$ cat src/hdl/busPkg.sv
// data path and APB bus widths
`default_nettype none

package busPkg;

    // register and memory word
    localparam int DATA_WIDTH = 16;

    // APB address, same width as the ALU result
    // byte address, data memory is word organised by the slave
    localparam int ADDR_WIDTH = 16;

endpackage

`default_nettype wire

$ cat src/hdl/isaPkg.sv
// ISA definitions for the 16-bit multi-cycle core
// instruction formats, opcodes, function codes, core states, ALU ops
`default_nettype none

package isaPkg;

    localparam int PC_WIDTH = 12; // program counter width

    // major opcodes, top 3 bits of every instruction
    localparam logic [2:0] OP_LW    = 3'd0;
    localparam logic [2:0] OP_SW    = 3'd1;
    localparam logic [2:0] OP_BEQZ  = 3'd2;
    localparam logic [2:0] OP_ALUOP = 3'd3; // register-register group
    localparam logic [2:0] OP_ADDI  = 3'd4;
    localparam logic [2:0] OP_SUBI  = 3'd5;
    // opcodes 6 and 7 unused, run as no-ops

    // function field of OP_ALUOP
    localparam logic [6:0] FN_ADD = 7'd0;
    localparam logic [6:0] FN_SUB = 7'd1;
    localparam logic [6:0] FN_AND = 7'd2;
    localparam logic [6:0] FN_OR  = 7'd3;
    localparam logic [6:0] FN_XOR = 7'd4;
    localparam logic [6:0] FN_SRL = 7'd5; // shift src1 right by one

    // register-register layout, msb first
    typedef struct packed {
        logic [2:0] opcode;
        logic [1:0] src1;
        logic [1:0] src2;
        logic [1:0] dest;
        logic [6:0] funct;
    } rFormatFields;

    // immediate layout, dest sits where rFormat has src2
    typedef struct packed {
        logic [2:0] opcode;
        logic [1:0] src1;
        logic [1:0] dest;
        logic [8:0] imm;   // sign bit 8
    } iFormatFields;

    // one instruction word, two views
    typedef union packed {
        rFormatFields rFormat;
        iFormatFields iFormat;
    } instrWord;

    // multi-cycle sequencing
    typedef enum logic [2:0] {
        ST_IF,  // fetch
        ST_ID,  // decode, operand read
        ST_EX,  // execute
        ST_MEM, // memory access, pc update
        ST_WB   // write-back
    } coreState;

    // operation select for the ALU
    typedef enum logic [2:0] {
        ALU_ADD,
        ALU_SUB,
        ALU_AND,
        ALU_OR,
        ALU_XOR,
        ALU_SRL,
        ALU_PASS // operand A unchanged
    } aluOp;

endpackage

`default_nettype wire

$ cat src/hdl/aluUnit.sv
// combinational ALU of the core
// register and immediate operations, load/store address,
// branch target and zero test of operand A
`timescale 1ns/1ps
`default_nettype none

module aluUnit (
    input  wire isaPkg::aluOp                  op,
    input  wire logic [busPkg::DATA_WIDTH-1:0] operandA,
    input  wire logic [busPkg::DATA_WIDTH-1:0] operandB,
    input  wire logic [8:0]                    immediate,
    input  wire logic                          useImmediate,
    input  wire logic [isaPkg::PC_WIDTH-1:0]   npc,
    output      logic [busPkg::DATA_WIDTH-1:0] result,
    output      logic                          isZero,
    output      logic [isaPkg::PC_WIDTH-1:0]   branchTarget
);

    logic [busPkg::DATA_WIDTH-1:0] immExt; // sign-extended immediate
    logic [busPkg::DATA_WIDTH-1:0] opB;    // second operand after mux

    // sign bit copied over the upper byte, low 8 bits kept
    assign immExt = {{(busPkg::DATA_WIDTH - 8){immediate[8]}}, immediate[7:0]};
    assign opB    = useImmediate ? immExt : operandB;

    always_comb begin
        case (op)
            isaPkg::ALU_ADD: result = operandA + opB;
            isaPkg::ALU_SUB: result = operandA - opB;
            isaPkg::ALU_AND: result = operandA & opB;
            isaPkg::ALU_OR:  result = operandA | opB;
            isaPkg::ALU_XOR: result = operandA ^ opB;
            isaPkg::ALU_SRL: result = {1'b0, operandA[busPkg::DATA_WIDTH-1:1]}; // logical
            default:         result = operandA; // pass, used by branch and no-ops
        endcase
    end

    // BEQZ condition
    assign isZero = (operandA == '0);

    // halfword offset from npc, wraps in 12 bits
    assign branchTarget = npc + {immExt[isaPkg::PC_WIDTH-2:0], 1'b0};

endmodule

`default_nettype wire

$ cat src/hdl/apbMaster.sv
// APB master for the core's single outstanding memory request
// setup phase on the request cycle, access phase until pready
`timescale 1ns/1ps
`default_nettype none

module apbMaster (
    input  wire logic                          clock,
    input  wire logic                          rst,
    input  wire logic                          memReq,
    input  wire logic                          memWrite,
    input  wire logic [busPkg::ADDR_WIDTH-1:0] memAddr,
    input  wire logic [busPkg::DATA_WIDTH-1:0] memWdata,
    output      logic [busPkg::DATA_WIDTH-1:0] memRdata,
    output      logic                          memDone,
    output      logic [busPkg::ADDR_WIDTH-1:0] paddr,
    output      logic                          psel,
    output      logic                          penable,
    output      logic                          pwrite,
    output      logic [busPkg::DATA_WIDTH-1:0] pwdata,
    input  wire logic [busPkg::DATA_WIDTH-1:0] prdata,
    input  wire logic                          pready
);

    // three phases: idle, setup (request cycle), access (busy)
    logic busy;        // access phase in progress
    logic setupPhase;
    logic accessPhase;

    // request captured in setup, replayed during access
    logic [busPkg::ADDR_WIDTH-1:0] addrQ;
    logic                          writeQ;
    logic [busPkg::DATA_WIDTH-1:0] wdataQ;

    assign setupPhase  = memReq & ~busy; // core never requests while busy
    assign accessPhase = busy;

    always_ff @(posedge clock) begin
        if (rst) begin
            busy <= 1'b0;
        end else if (setupPhase) begin
            busy <= 1'b1;
        end else if (accessPhase && pready) begin
            busy <= 1'b0; // transfer ends, back to idle
        end
    end

    always_ff @(posedge clock) begin
        if (setupPhase) begin
            addrQ  <= memAddr;
            writeQ <= memWrite;
            wdataQ <= memWdata;
        end
    end

    // bus outputs, stable from setup until pready
    assign psel    = setupPhase | accessPhase;
    assign penable = accessPhase;
    assign paddr   = accessPhase ? addrQ : memAddr;
    assign pwrite  = accessPhase ? writeQ : (setupPhase & memWrite); // low when idle
    assign pwdata  = accessPhase ? wdataQ : memWdata;

    // completion back to the core
    assign memDone  = accessPhase & pready; // one cycle pulse
    assign memRdata = prdata;               // sampled by core with memDone

endmodule

`default_nettype wire

$ cat src/hdl/regFile.sv
// four-entry register file
// two combinational read ports, one synchronous write port
// entry 0 is never written and reads as zero
`timescale 1ns/1ps
`default_nettype none

module regFile (
    input  wire logic                          clock,
    input  wire logic                          rst,
    input  wire logic [1:0]                    readAddrA,
    input  wire logic [1:0]                    readAddrB,
    output      logic [busPkg::DATA_WIDTH-1:0] readDataA,
    output      logic [busPkg::DATA_WIDTH-1:0] readDataB,
    input  wire logic                          writeEnable,
    input  wire logic [1:0]                    writeAddr,
    input  wire logic [busPkg::DATA_WIDTH-1:0] writeData
);

    logic [busPkg::DATA_WIDTH-1:0] regs [0:3]; // R0..R3

    // write port, R0 writes dropped
    always_ff @(posedge clock) begin
        if (rst) begin
            for (int i = 0; i < 4; i++) begin
                regs[i] <= '0;
            end
        end else if (writeEnable && (writeAddr != 2'd0)) begin
            regs[writeAddr] <= writeData;
        end
    end

    // read ports, no bypass needed (write in WB, read in ID)
    assign readDataA = regs[readAddrA];
    assign readDataB = regs[readAddrB];

endmodule

`default_nettype wire

$ cat src/hdl/vsaCore.sv
// multi-cycle 16-bit core
// five-state FSM with IR, NPC, A, B, ALU output, condition and load data registers
// memory access through a request/done handshake
`timescale 1ns/1ps
`default_nettype none

module vsaCore (
    input  wire logic                          clock,
    input  wire logic                          rst,
    output      logic [isaPkg::PC_WIDTH-1:0]   pc,
    input  wire logic [busPkg::DATA_WIDTH-1:0] instruction,
    output      logic                          memReq,
    output      logic                          memWrite,
    output      logic [busPkg::ADDR_WIDTH-1:0] memAddr,
    output      logic [busPkg::DATA_WIDTH-1:0] memWdata,
    input  wire logic [busPkg::DATA_WIDTH-1:0] memRdata,
    input  wire logic                          memDone
);

    isaPkg::coreState state;

    // datapath registers
    isaPkg::instrWord              ir;     // instruction register
    logic [isaPkg::PC_WIDTH-1:0]   npc;    // pc + 2
    logic [busPkg::DATA_WIDTH-1:0] regA;   // first operand
    logic [busPkg::DATA_WIDTH-1:0] regB;   // second operand, store data
    logic [busPkg::DATA_WIDTH-1:0] aluOut; // result, address or target
    logic                          cond;   // A was zero
    logic [busPkg::DATA_WIDTH-1:0] lmd;    // load data
    logic                          memStart; // first cycle of MEM

    // decode
    logic [2:0] opcode;
    logic       isLoad;
    logic       isStore;
    logic       isMemRef;
    logic       isBranch;
    logic       isRegAlu;
    logic       isImmAlu;
    logic       fnValid;      // known function code
    logic       useImmediate;
    logic       memPhaseDone; // MEM may end this cycle
    isaPkg::aluOp aluSel;

    // regfile and ALU hookup
    logic [busPkg::DATA_WIDTH-1:0] readDataA;
    logic [busPkg::DATA_WIDTH-1:0] readDataB;
    logic                          writeEnable;
    logic [1:0]                    writeAddr;
    logic [busPkg::DATA_WIDTH-1:0] writeData;
    logic [busPkg::DATA_WIDTH-1:0] aluResult;
    logic                          aluZero;
    logic [isaPkg::PC_WIDTH-1:0]   branchTarget;

    assign opcode   = ir.iFormat.opcode; // same bits in both views
    assign isLoad   = (opcode == isaPkg::OP_LW);
    assign isStore  = (opcode == isaPkg::OP_SW);
    assign isMemRef = isLoad | isStore;
    assign isBranch = (opcode == isaPkg::OP_BEQZ);
    assign isRegAlu = (opcode == isaPkg::OP_ALUOP);
    assign isImmAlu = (opcode == isaPkg::OP_ADDI) | (opcode == isaPkg::OP_SUBI);

    // ALU operation from opcode, or function field for register ops
    always_comb begin
        aluSel       = isaPkg::ALU_PASS;
        useImmediate = 1'b0;
        fnValid      = 1'b0;
        case (opcode)
            isaPkg::OP_LW, isaPkg::OP_SW, isaPkg::OP_ADDI: begin
                aluSel       = isaPkg::ALU_ADD; // address or sum
                useImmediate = 1'b1;
            end
            isaPkg::OP_SUBI: begin
                aluSel       = isaPkg::ALU_SUB;
                useImmediate = 1'b1;
            end
            isaPkg::OP_ALUOP: begin
                fnValid = 1'b1;
                case (ir.rFormat.funct)
                    isaPkg::FN_ADD: aluSel = isaPkg::ALU_ADD;
                    isaPkg::FN_SUB: aluSel = isaPkg::ALU_SUB;
                    isaPkg::FN_AND: aluSel = isaPkg::ALU_AND;
                    isaPkg::FN_OR:  aluSel = isaPkg::ALU_OR;
                    isaPkg::FN_XOR: aluSel = isaPkg::ALU_XOR;
                    isaPkg::FN_SRL: aluSel = isaPkg::ALU_SRL;
                    default:        fnValid = 1'b0; // no-op, nothing written
                endcase
            end
            default: ; // BEQZ and opcodes 6, 7 pass A
        endcase
    end

    regFile i_regFile (
        .clock       (clock),
        .rst         (rst),
        .readAddrA   (ir.rFormat.src1),
        .readAddrB   (ir.rFormat.src2), // also I-format dest, SW data
        .readDataA   (readDataA),
        .readDataB   (readDataB),
        .writeEnable (writeEnable),
        .writeAddr   (writeAddr),
        .writeData   (writeData)
    );

    aluUnit i_aluUnit (
        .op           (aluSel),
        .operandA     (regA),
        .operandB     (regB),
        .immediate    (ir.iFormat.imm),
        .useImmediate (useImmediate),
        .npc          (npc),
        .result       (aluResult),
        .isZero       (aluZero),
        .branchTarget (branchTarget)
    );

    // memory side, held stable for the whole MEM state
    assign memReq   = memStart & isMemRef; // pulse on MEM entry
    assign memWrite = isStore;
    assign memAddr  = aluOut;
    assign memWdata = regB;

    // non-memory ops leave MEM after one cycle
    assign memPhaseDone = ~isMemRef | memDone;

    // write-back port
    assign writeEnable = (state == isaPkg::ST_WB) & ((isRegAlu & fnValid) | isImmAlu | isLoad);
    assign writeAddr   = isRegAlu ? ir.rFormat.dest : ir.iFormat.dest;
    assign writeData   = isLoad ? lmd : aluOut;

    // control state
    always_ff @(posedge clock) begin
        if (rst) begin
            state    <= isaPkg::ST_IF;
            pc       <= '0;
            memStart <= 1'b0;
        end else begin
            memStart <= (state == isaPkg::ST_EX); // EX always goes to MEM
            case (state)
                isaPkg::ST_IF:  state <= isaPkg::ST_ID;
                isaPkg::ST_ID:  state <= isaPkg::ST_EX;
                isaPkg::ST_EX:  state <= isaPkg::ST_MEM;
                isaPkg::ST_MEM: begin
                    if (memPhaseDone) begin
                        state <= isaPkg::ST_WB;
                        // taken branch or fall through
                        pc <= (isBranch && cond) ? aluOut[isaPkg::PC_WIDTH-1:0] : npc;
                    end
                end
                default: state <= isaPkg::ST_IF; // WB and illegal codes
            endcase
        end
    end

    // payload registers, loaded per state
    always_ff @(posedge clock) begin
        case (state)
            isaPkg::ST_IF: begin
                ir  <= instruction;
                npc <= pc + isaPkg::PC_WIDTH'(2);
            end
            isaPkg::ST_ID: begin
                regA <= readDataA;
                regB <= readDataB;
            end
            isaPkg::ST_EX: begin
                // branch keeps its target here until MEM
                aluOut <= isBranch
                        ? {{(busPkg::DATA_WIDTH - isaPkg::PC_WIDTH){1'b0}}, branchTarget}
                        : aluResult;
                cond   <= aluZero;
            end
            isaPkg::ST_MEM: begin
                if (memDone && isLoad) begin
                    lmd <= memRdata; // valid only with done
                end
            end
            default: ;
        endcase
    end

endmodule

`default_nettype wire

$ cat src/hdl/vsaSystem.sv
// top level of the processor system
// core plus APB master, instruction port and APB data port
`timescale 1ns/1ps
`default_nettype none

module vsaSystem (
    input  wire logic                          clock,
    input  wire logic                          rst,
    output      logic [isaPkg::PC_WIDTH-1:0]   pc,
    input  wire logic [busPkg::DATA_WIDTH-1:0] instruction,
    output      logic [busPkg::ADDR_WIDTH-1:0] paddr,
    output      logic                          psel,
    output      logic                          penable,
    output      logic                          pwrite,
    output      logic [busPkg::DATA_WIDTH-1:0] pwdata,
    input  wire logic [busPkg::DATA_WIDTH-1:0] prdata,
    input  wire logic                          pready
);

    // core to master handshake
    logic                          memReq;
    logic                          memWrite;
    logic [busPkg::ADDR_WIDTH-1:0] memAddr;
    logic [busPkg::DATA_WIDTH-1:0] memWdata;
    logic [busPkg::DATA_WIDTH-1:0] memRdata;
    logic                          memDone;

    vsaCore i_vsaCore (
        .clock       (clock),
        .rst         (rst),
        .pc          (pc),
        .instruction (instruction),
        .memReq      (memReq),
        .memWrite    (memWrite),
        .memAddr     (memAddr),
        .memWdata    (memWdata),
        .memRdata    (memRdata),
        .memDone     (memDone)
    );

    apbMaster i_apbMaster (
        .clock    (clock),
        .rst      (rst),
        .memReq   (memReq),
        .memWrite (memWrite),
        .memAddr  (memAddr),
        .memWdata (memWdata),
        .memRdata (memRdata),
        .memDone  (memDone),
        .paddr    (paddr),
        .psel     (psel),
        .penable  (penable),
        .pwrite   (pwrite),
        .pwdata   (pwdata),
        .prdata   (prdata),
        .pready   (pready)
    );

endmodule

`default_nettype wire

$ cat config.mk
export PLATFORM = sky130hd
export DESIGN_NAME = vsaSystem
export DESIGN_NICKNAME = d
export VERILOG_FILES = /design/src/hdl/busPkg.sv /design/src/hdl/isaPkg.sv /design/src/hdl/aluUnit.sv /design/src/hdl/apbMaster.sv /design/src/hdl/regFile.sv /design/src/hdl/vsaCore.sv /design/src/hdl/vsaSystem.sv
export SDC_FILE = /design/constraint.sdc
export NUM_CORES = 1
export LEC_CHECK = 0
export ABC_AREA = 1
export BUFFER_PORTS_ARGS = -buffer_cell sky130_fd_sc_hd__buf_2
export CAP_MARGIN = 15
export CORE_MARGIN = 1
export CORE_UTILIZATION = 45
export CTS_BUF_LIST = sky130_fd_sc_hd__clkbuf_8 sky130_fd_sc_hd__clkbuf_16
export DETAILED_ROUTE_END_ITERATION = 7
export GPL_TIMING_DRIVEN = 0
export PLACE_DENSITY_LB_ADDON = 0.05
export SYNTH_ARGS = -nofsm -noshare
export SYNTH_HDL_FRONTEND = slang
export SYNTH_HIERARCHICAL = 1
export SYNTH_SLANG_ARGS = --single-unit
$ cat constraint.sdc
create_clock -name clock -period 4.9 [get_ports clock]
set_clock_uncertainty 0.1 [all_clocks]
set_input_delay 0.735 -clock clock [delete_from_list [all_inputs] [get_ports clock]]
set_output_delay 0.735 -clock clock [all_outputs]
set_load 0.01 [all_outputs]
==> metrics.md, run 1 <==
| Metric | Value |
|---|---|
| Leak pwr | 7.04 nW |
| Initial antenna violation count | 0 |
| Critical path's most frequent cell | nand2_1 |
| Net Sw Frac | about a third |
| Vias in the first global route | 9529 |
| Flop pwr share | 40.6% |
| Worst Max-Slew Pin Slew | 1.09 ns |
| Register area share after synthesis | between 40 and 50% |
| Synth cell types | 51 |
| Reg clk slew, reported paths | 0.07 ns |
| Post-synth top area share | roughly 45% |
| Clk buf depth | 3 |
| Initial core utilization | 46.0% |
| Fill count | between 2000 and 3000 |
| Post-Route WL | 36.6 mm |
| CTS root buf | clkbuf_16 |
| FP Rows | 61 |
| DR iter-0 viols | between 800 and 900 |
| Pin count of the biggest net entering global routing | 33 |
| Synth Register Bits | 207 |
| Setup Crit Path Kind | reg2reg |
| Syn_area_per_cell | ~8.5 µm² |
| Critical-path top delay cell | edfxtp_1 |
| Chip Height | 171 µm |
| Count of final setup violators | 0 |
| Die Wd | 171 µm |
| Slew margin rel. | 27.2% |
| Final net count | ~1700 |
| Tot Pwr | ~0.0054 W |
| Port Buffer Count | 65 |
| Maximum vdd drop | 0.227 mV |
| Sequential Area | between 6000 and 7000 µm² |
| Reg2reg setup slack | roughly 0.47 ns |
| Area delta synth->final | 14.2% |
| Most frequent cells in the layout | nand2_1 (437), inv_1 (231), edfxtp_1 (190) |
| Hold Crit Endpoint | i_vsaCore/ir[6] |
| RSZ-0062 raised after global routing | false |
| Fraction of layout cells with a size suffix above 1 | 17.2% |
| CP Launch Type | flip-flop |
| First-pass DRT Iterations | 5 |
| Max_cap viols | 0 |
| Die area | 29100 µm² |
| Commonest non-fill, non-tap cell in the layout | nand2_1 |
| Final design area excluding fillers | 14600 µm² |
| First-pass GRT wire length | 55.8 mm |
| Postcts setup bufs | 0 |
| Worst Hold Launch | instruction[6] |
| Vias/cell | 5.09 |
| Combinational share of power | 23.8% |
| Diodes inserted | 0 |
| Global route overflow | 0 |
| Placed cell areas | 13700 µm² |
| Path depth of the worst reg2reg path | 22 |
| Worst setup path startpoint | i_vsaCore/ir[15] |
| Later-pin clock latency in the skew report | 0.53 ns |
| Hold path cells | 1 |
| Switch Pwr | 0.00171 W |
| Final slew viol count | 0 |
| Biggest area consumer among synthesized cells | edfxtp_1 |
| TritonCTS Buffers | 25 |
| Clock Sinks | ~210 |
| CP Max Fanout | 10 |
| Gate Count Post-Synth | 1499 |
| Final min period | ~4.4 ns |
| Core area | 27900 µm² |
| Wire length per cell | 18.2 µm |
| Crit path capture type | flip-flop |
| Post-DP HPWL | ~28 mm |
| Crit path DAT | 4.61 ns |
| Vias | 10213 |
| Synth top area cells | edfxtp_1 (45%), nand2_1 (13%), inv_1 (6.7%), nand3_1 (5.9%), ha_1 (5.9%) |
| Antenna Violating Nets Remaining | 0 |
| Gr usage total | approximately a quarter |
| Max Freq | 0.226 GHz |
| GPL Wtd Cong | 0.945 |
| CP peak stage delay | 0.47 ns |
| Power Dens Cells | 370 nW/µm² |
| Multi-input gate area | around 5400 µm² |
| Netlist Area Pre-Place | 12800 µm² |
| RR Endpoint | i_vsaCore/memAddr[11] |
| Setup tns final | 0 ns |
| H-tree Lvls | 1 |
| Crit share post-route | about 90% |
| Synth warn | 6 |
| Worst EP required | around 5.1 ns |
| R2r startpoint | i_vsaCore/ir[15] |
| Final Hold Vio Count | 0 |
| Cell family with most CP delay | simple AND/OR/NAND/NOR gates |
| Ys flop type | edfxtp_1 |
| Crit-path cells | inv_2, nand2_2, nor2_2, nand3_1, a21oi_1, nand2_1, nor2_2, inv_4, nand2_1, xor2_1, ha_1, a21oi_1, nand2_1, nand3_1, nand3_1, and2_1, nor2_1, nand2_1, nand3_1, nand3_1, nand2_1, nand2_1 |
| CTS tree | built |
| EDFF count, synth | 190 |
| Ports | 82 |
| Status | finished clean |
| Residual DRC | 0 |
| Worst min path class | in2reg |
| Async SR Flop Fraction | 0% |
| Clock Power Share | 35.6% |
| Hold_buf cts | 0 |
| PostCTS Resize Cnt | 0 |
| Buf/Inv on CP | 2 |
| Int Pwr | 0.00371 W |
stage by stage:
step / cells / util (%) / worst slack (ns) / hold WS [ns]
floorplan: 1514 / - / 1.47 / 0.350
global placement: 1957 / 49.0 / 0.523 / 0.355
detailed placement: 1962 / 49.3 / 0.494 / 0.348
CTS: 2007 / 52.4 / 0.485 / 0.256
global route: 2008 / 52.5 / 0.0913 / 0.258
finish: 2008 / 52.5 / 0.466 / 0.276
power by group through the flow:
stage / logic, W / clock network [W] / registers (W)
floorplan: 0.000925 / 0 / 0.00217
global placement: 0.00125 / 0 / 0.00224
detailed placement: 0.00127 / 0 / 0.00223
CTS: 0.00127 / 0.00197 / 0.00220
global route: 0.00145 / 0.00204 / 0.00221
finish: 0.00129 / 0.00193 / 0.00220
worst register-to-register path: stages, from the launching register on:
cell	delay [ns]
edfxtp_1	0.47
inv_2	0.20
nand2_2	0.13
nor2_2	0.23
nand3_1	0.11
a21oi_1	0.32
nand2_1	0.14
nor2_2	0.42
inv_4	0.17
nand2_1	0.12
xor2_1	0.15
ha_1	0.29
a21oi_1	0.16
nand2_1	0.15
nand3_1	0.10
nand3_1	0.15
and2_1	0.20
nor2_1	0.08
nand2_1	0.06
nand3_1	0.13
nand3_1	0.13
nand2_1	0.14
nand2_1	0.06
how the worst max path moves through the flow:
stage / cells past startpoint / slack [ns] / end
6_report: 22 / 0.47 / i_vsaCore/memAddr[11]
5_1_grt: 22 / 0.09 / i_vsaCore/memAddr[11]
4_1_cts: 22 / 0.49 / i_vsaCore/memAddr[11]
3_5_place_dp: 22 / 0.49 / i_vsaCore/memAddr[11]
3_3_place_gp: 22 / 0.52 / i_vsaCore/memAddr[11]
2_1_floorplan: 20 / 1.47 / i_vsaCore/memAddr[10]
synth_stat cells (4+ instances only):
master / instances
xor2_1: 25
o21ai_0: 22
edfxtp_1: 190
or2_2: 7
nand4_1: 20
dfxtp_1: 17
o21bai_1: 5
buf_2: 27
mux2_2: 7
nor2_1: 67
xnor2_1: 4
buf_6: 9
nand2_1: 437
buf_4: 21
mux2_4: 9
nand3_1: 152
nand2_2: 29
o211ai_1: 8
nor2_2: 15
nor3_1: 7
a21oi_1: 43
a221oi_1: 16
ha_1: 60
nand2_4: 7
inv_1: 227
inv_2: 17
clkbuf_1: 8
logic make-up after synthesis:
group                    synth area share, %
buffers and inverters                   11.1
AND/OR/NAND/NOR                         26.4
multiplexers                            1.67
adder cells (fa/ha/maj)                 6.18
XOR/XNOR                                1.98
flip-flops                              47.2
AO/OA/AOI/OAI                           5.42
other                                 0.0293
final cells by class:
| class | instances | area share (%) |
|---|---|---|
| timing repair buffer | 71 | 2.81 |
| multi-input combinational | 991 | 37.0 |
| sequential | 207 | 41.3 |
| buffer | 70 | 3.31 |
| inverter | 246 | 6.38 |
| clock inverter | 18 | 1.40 |
| tap | 378 | 3.23 |
| clock buffer | 27 | 4.47 |
registers in the layout, summed over array words and instances, names as in the netlist:
signal,count
i_vsaCore/i_regFile/regs,64
i_apbMaster/addrQ,16
i_apbMaster/wdataQ,16
i_vsaCore/ir,16
i_vsaCore/lmd,16
i_vsaCore/memAddr,16
i_vsaCore/memWdata,16
i_vsaCore/regA,16
i_vsaCore/npc,12
i_vsaCore/pc,12
i_vsaCore/state,3
i_apbMaster/penable,1
i_apbMaster/writeQ,1
i_vsaCore/cond,1
i_vsaCore/memStart,1
routing by layer:
metal	vias to the layer above	GRT usage, %	wire length [µm]
met1	4733	37.6	17100
met4	0	7.79	1090
met5	-	0	0
li1	5072	-	-
met3	62	3.63	2390
met2	346	39.0	15900
(Power assumes the default switching activity.)
==> run 2: changes to the inputs <==
Settings changed: CORE_UTILIZATION 45 to 25.
==> run 2 against run 1 <==
Maximum frequency grew 0.69%. Hold slack lost 0.028 ns. Sequential cell count is the same. Final cell count grew 15%. Non-clock buffer count grew 2. First-iteration DRC count shrank 19%. Sequential share of layout area shrank 1.2 points. Global-route usage shrank 9.2 points. Sequential power is essentially flat. Via count shrank 2.0%. Power grew 1.8%. Register-to-register slack gained 0.03 ns. Critical path type unchanged. Highest routed layer is now met5.
==> metrics.md, run 2 (synthesized netlist as in run 1, its figures left out) <==
| Metric | Value |
|---|---|
| Fraction of layout cells with a size suffix above 1 | 17.7% (+0.49 points) |
| Pre-CTS setup slack | 0.163 ns (-0.331 ns) |
| Final net count | 1713 (+0.23%) |
| Pin count of the biggest net entering global routing | 26 (-21%) |
| Gr usage total | 16.4% (-9.2 points) |
| Slew margin rel. | 25.3% (-1.9 points) |
| RSZ-0062 raised after global routing | false |
| Status | finished clean |
| Tot Pwr | 0.00551 W (+1.8%) |
| Residual DRC | 0 (unchanged) |
| Crit path capture type | flip-flop |
| Commonest non-fill, non-tap cell in the layout | nand2_1 |
| Most frequent cells in the layout | nand2_1 (437), inv_1 (230), edfxtp_1 (190) |
| Vias | 10013 (-2.0%) |
| Port Buffer Count | 65 (unchanged) |
| Antenna Violating Nets Remaining | 0 (unchanged) |
| Clk buf depth | 3 (unchanged) |
| Hold_buf cts | 0 (unchanged) |
| CP Launch Type | flip-flop |
| Later-pin clock latency in the skew report | 0.56 ns (+0.03 ns) |
| First-pass GRT wire length | 63.7 mm (+14%) |
| Crit path DAT | 4.61 ns (about the same) |
| Diodes inserted | 0 (unchanged) |
| Wire length per cell | 18.7 µm (+3.0%) |
| Vias/cell | 4.34 (-15%) |
| Max_cap viols | 0 (unchanged) |
| Worst Max-Slew Pin Slew | 1.12 ns (+0.0286 ns) |
| Global route overflow | 0 (unchanged) |
| Final slew viol count | 0 (unchanged) |
| FP Rows | 82 (+34%) |
| Count of final setup violators | 0 (unchanged) |
| Reg clk slew, reported paths | 0.06 ns (about the same) |
| Initial core utilization | 25.4% (-21 points) |
| Placed cell areas | 14200 µm² (+3.1%) |
| Postcts setup bufs | 0 (unchanged) |
| CTS tree | built |
| Clock Sinks | 207 (unchanged) |
| Post-Route WL | 43.3 mm (+18%) |
| Crit share post-route | 89.9% (-0.62 points) |
| Die Wd | 228 µm (+34%) |
| Setup Crit Path Kind | reg2reg |
| Post-DP HPWL | 34.4 mm (+21%) |
| Chip Height | 228 µm (+34%) |
| Final Hold Vio Count | 0 (unchanged) |
| CTS root buf | clkbuf_16 |
| GPL Wtd Cong | 0.816 (-14%) |
| Setup ws final | 0.497 ns (+0.0306 ns) |
| Reg2reg setup slack | 0.50 ns (+0.03 ns) |
| Max Freq | 0.227 GHz (+0.69%) |
| Maximum vdd drop | 0.237 mV (+4.5%) |
| Area delta synth->final | 17.5% |
| First-pass DRT Iterations | 5 (unchanged) |
| Final design area excluding fillers | 15000 µm² (+2.9%) |
| PostCTS Resize Cnt | 0 (unchanged) |
| Power Dens Cells | 366 nW/µm² (-1.1%) |
| DR iter-0 viols | 654 (-19%) |
| Vias in the first global route | 9824 (+3.1%) |
| Ports | 82 (unchanged) |
| TritonCTS Buffers | 27 (+8.0%) |
| Worst min path class | in2reg |
| Leak pwr | 7.07 nW (+0.39%) |
| Setup tns final | 0 ns (unchanged) |
| Max reg flops | 64 (unchanged) |
| Top reg by flops | i_vsaCore/i_regFile/regs |
| CP Max Fanout | 10 (unchanged) |
| Initial antenna violation count | 1 (+1) |
| H-tree Lvls | 1 (unchanged) |
| Worst EP required | 5.11 ns (+0.03 ns) |
| Die area | 52100 µm² (+79%) |
| Final min period | 4.40 ns (-0.0306 ns) |
| Core area | 50400 µm² (+81%) |
run 2: cell count changes in the layout (fill, tap and decap cells not counted), sizes merged:
cell    previous run  this run
clkinv             8        14
inv              252       251
buf              130       132
bufinv             4         3
run 2: layout make-up:
cell class | instances | area [µm²]
fill | 5331 | 35300
sequential | 207 | 6050
multi-input combinational | 991 | 5430
inverter | 246 | 933
tap | 672 | 841
clock buffer | 27 | 676
buffer | 70 | 484
timing repair buffer | 73 | 433
clock inverter | 22 | 203
run 2: metal layers:
metal	up-vias	wire, µm	GRT usage [%]
li1	5084	-	-
met1	4729	21100	23.0
met2	145	19700	26.5
met3	53	1400	2.10
met4	2	1060	4.19
met5	-	12	0
run 2: final timing paths:
check / from / endpoint / depth (start not counted)
worst min register to register: i_vsaCore/pc[0] / i_vsaCore/npc[0] / 0
worst max-delay path: i_vsaCore/ir[6] / i_vsaCore/memAddr[11] / 22
worst max register to register: i_vsaCore/ir[6] / i_vsaCore/memAddr[11] / 22
worst min-delay path: prdata[3] / i_vsaCore/lmd[3] / 1
run 2: where the power goes:
part	leakage, nW	switching, W	total, W	internal [W]
logic	4.65	0.000881	0.00134	0.000455
registers	1.97	0.000128	0.00221	0.00208
clock network	0.451	0.000802	0.00197	0.00117
run 2: worst max-delay path, cell delays in order (launching register included):
cell	delay [ns]
edfxtp_1	0.51
nor2_1	0.13
nand2_1	0.11
nor2_1	0.30
nand3_1	0.14
a21oi_2	0.32
nand2_1	0.16
nor2_4	0.25
inv_4	0.13
nand2_1	0.09
xor2_1	0.18
ha_1	0.30
a21oi_1	0.16
nand2_1	0.12
nand3_1	0.09
nand3_1	0.15
and2_1	0.20
nor2_1	0.08
nand2_1	0.05
nand3_1	0.15
nand3_1	0.21
nand2_1	0.13
nand2_1	0.07
run 2: per-stage QoR:
| step | hold WS (ns) | utilization [%] | cells |
|---|---|---|---|
| final | 0.248 | 29.9 | 2308 |
| after global routing | 0.217 | 29.9 | 2308 |
| after CTS | 0.209 | 29.8 | 2308 |
| after detailed placement | 0.369 | 28.1 | 2259 |
| after floorplan | 0.350 | - | 1514 |
| after global placement | 0.357 | 27.8 | 2251 |
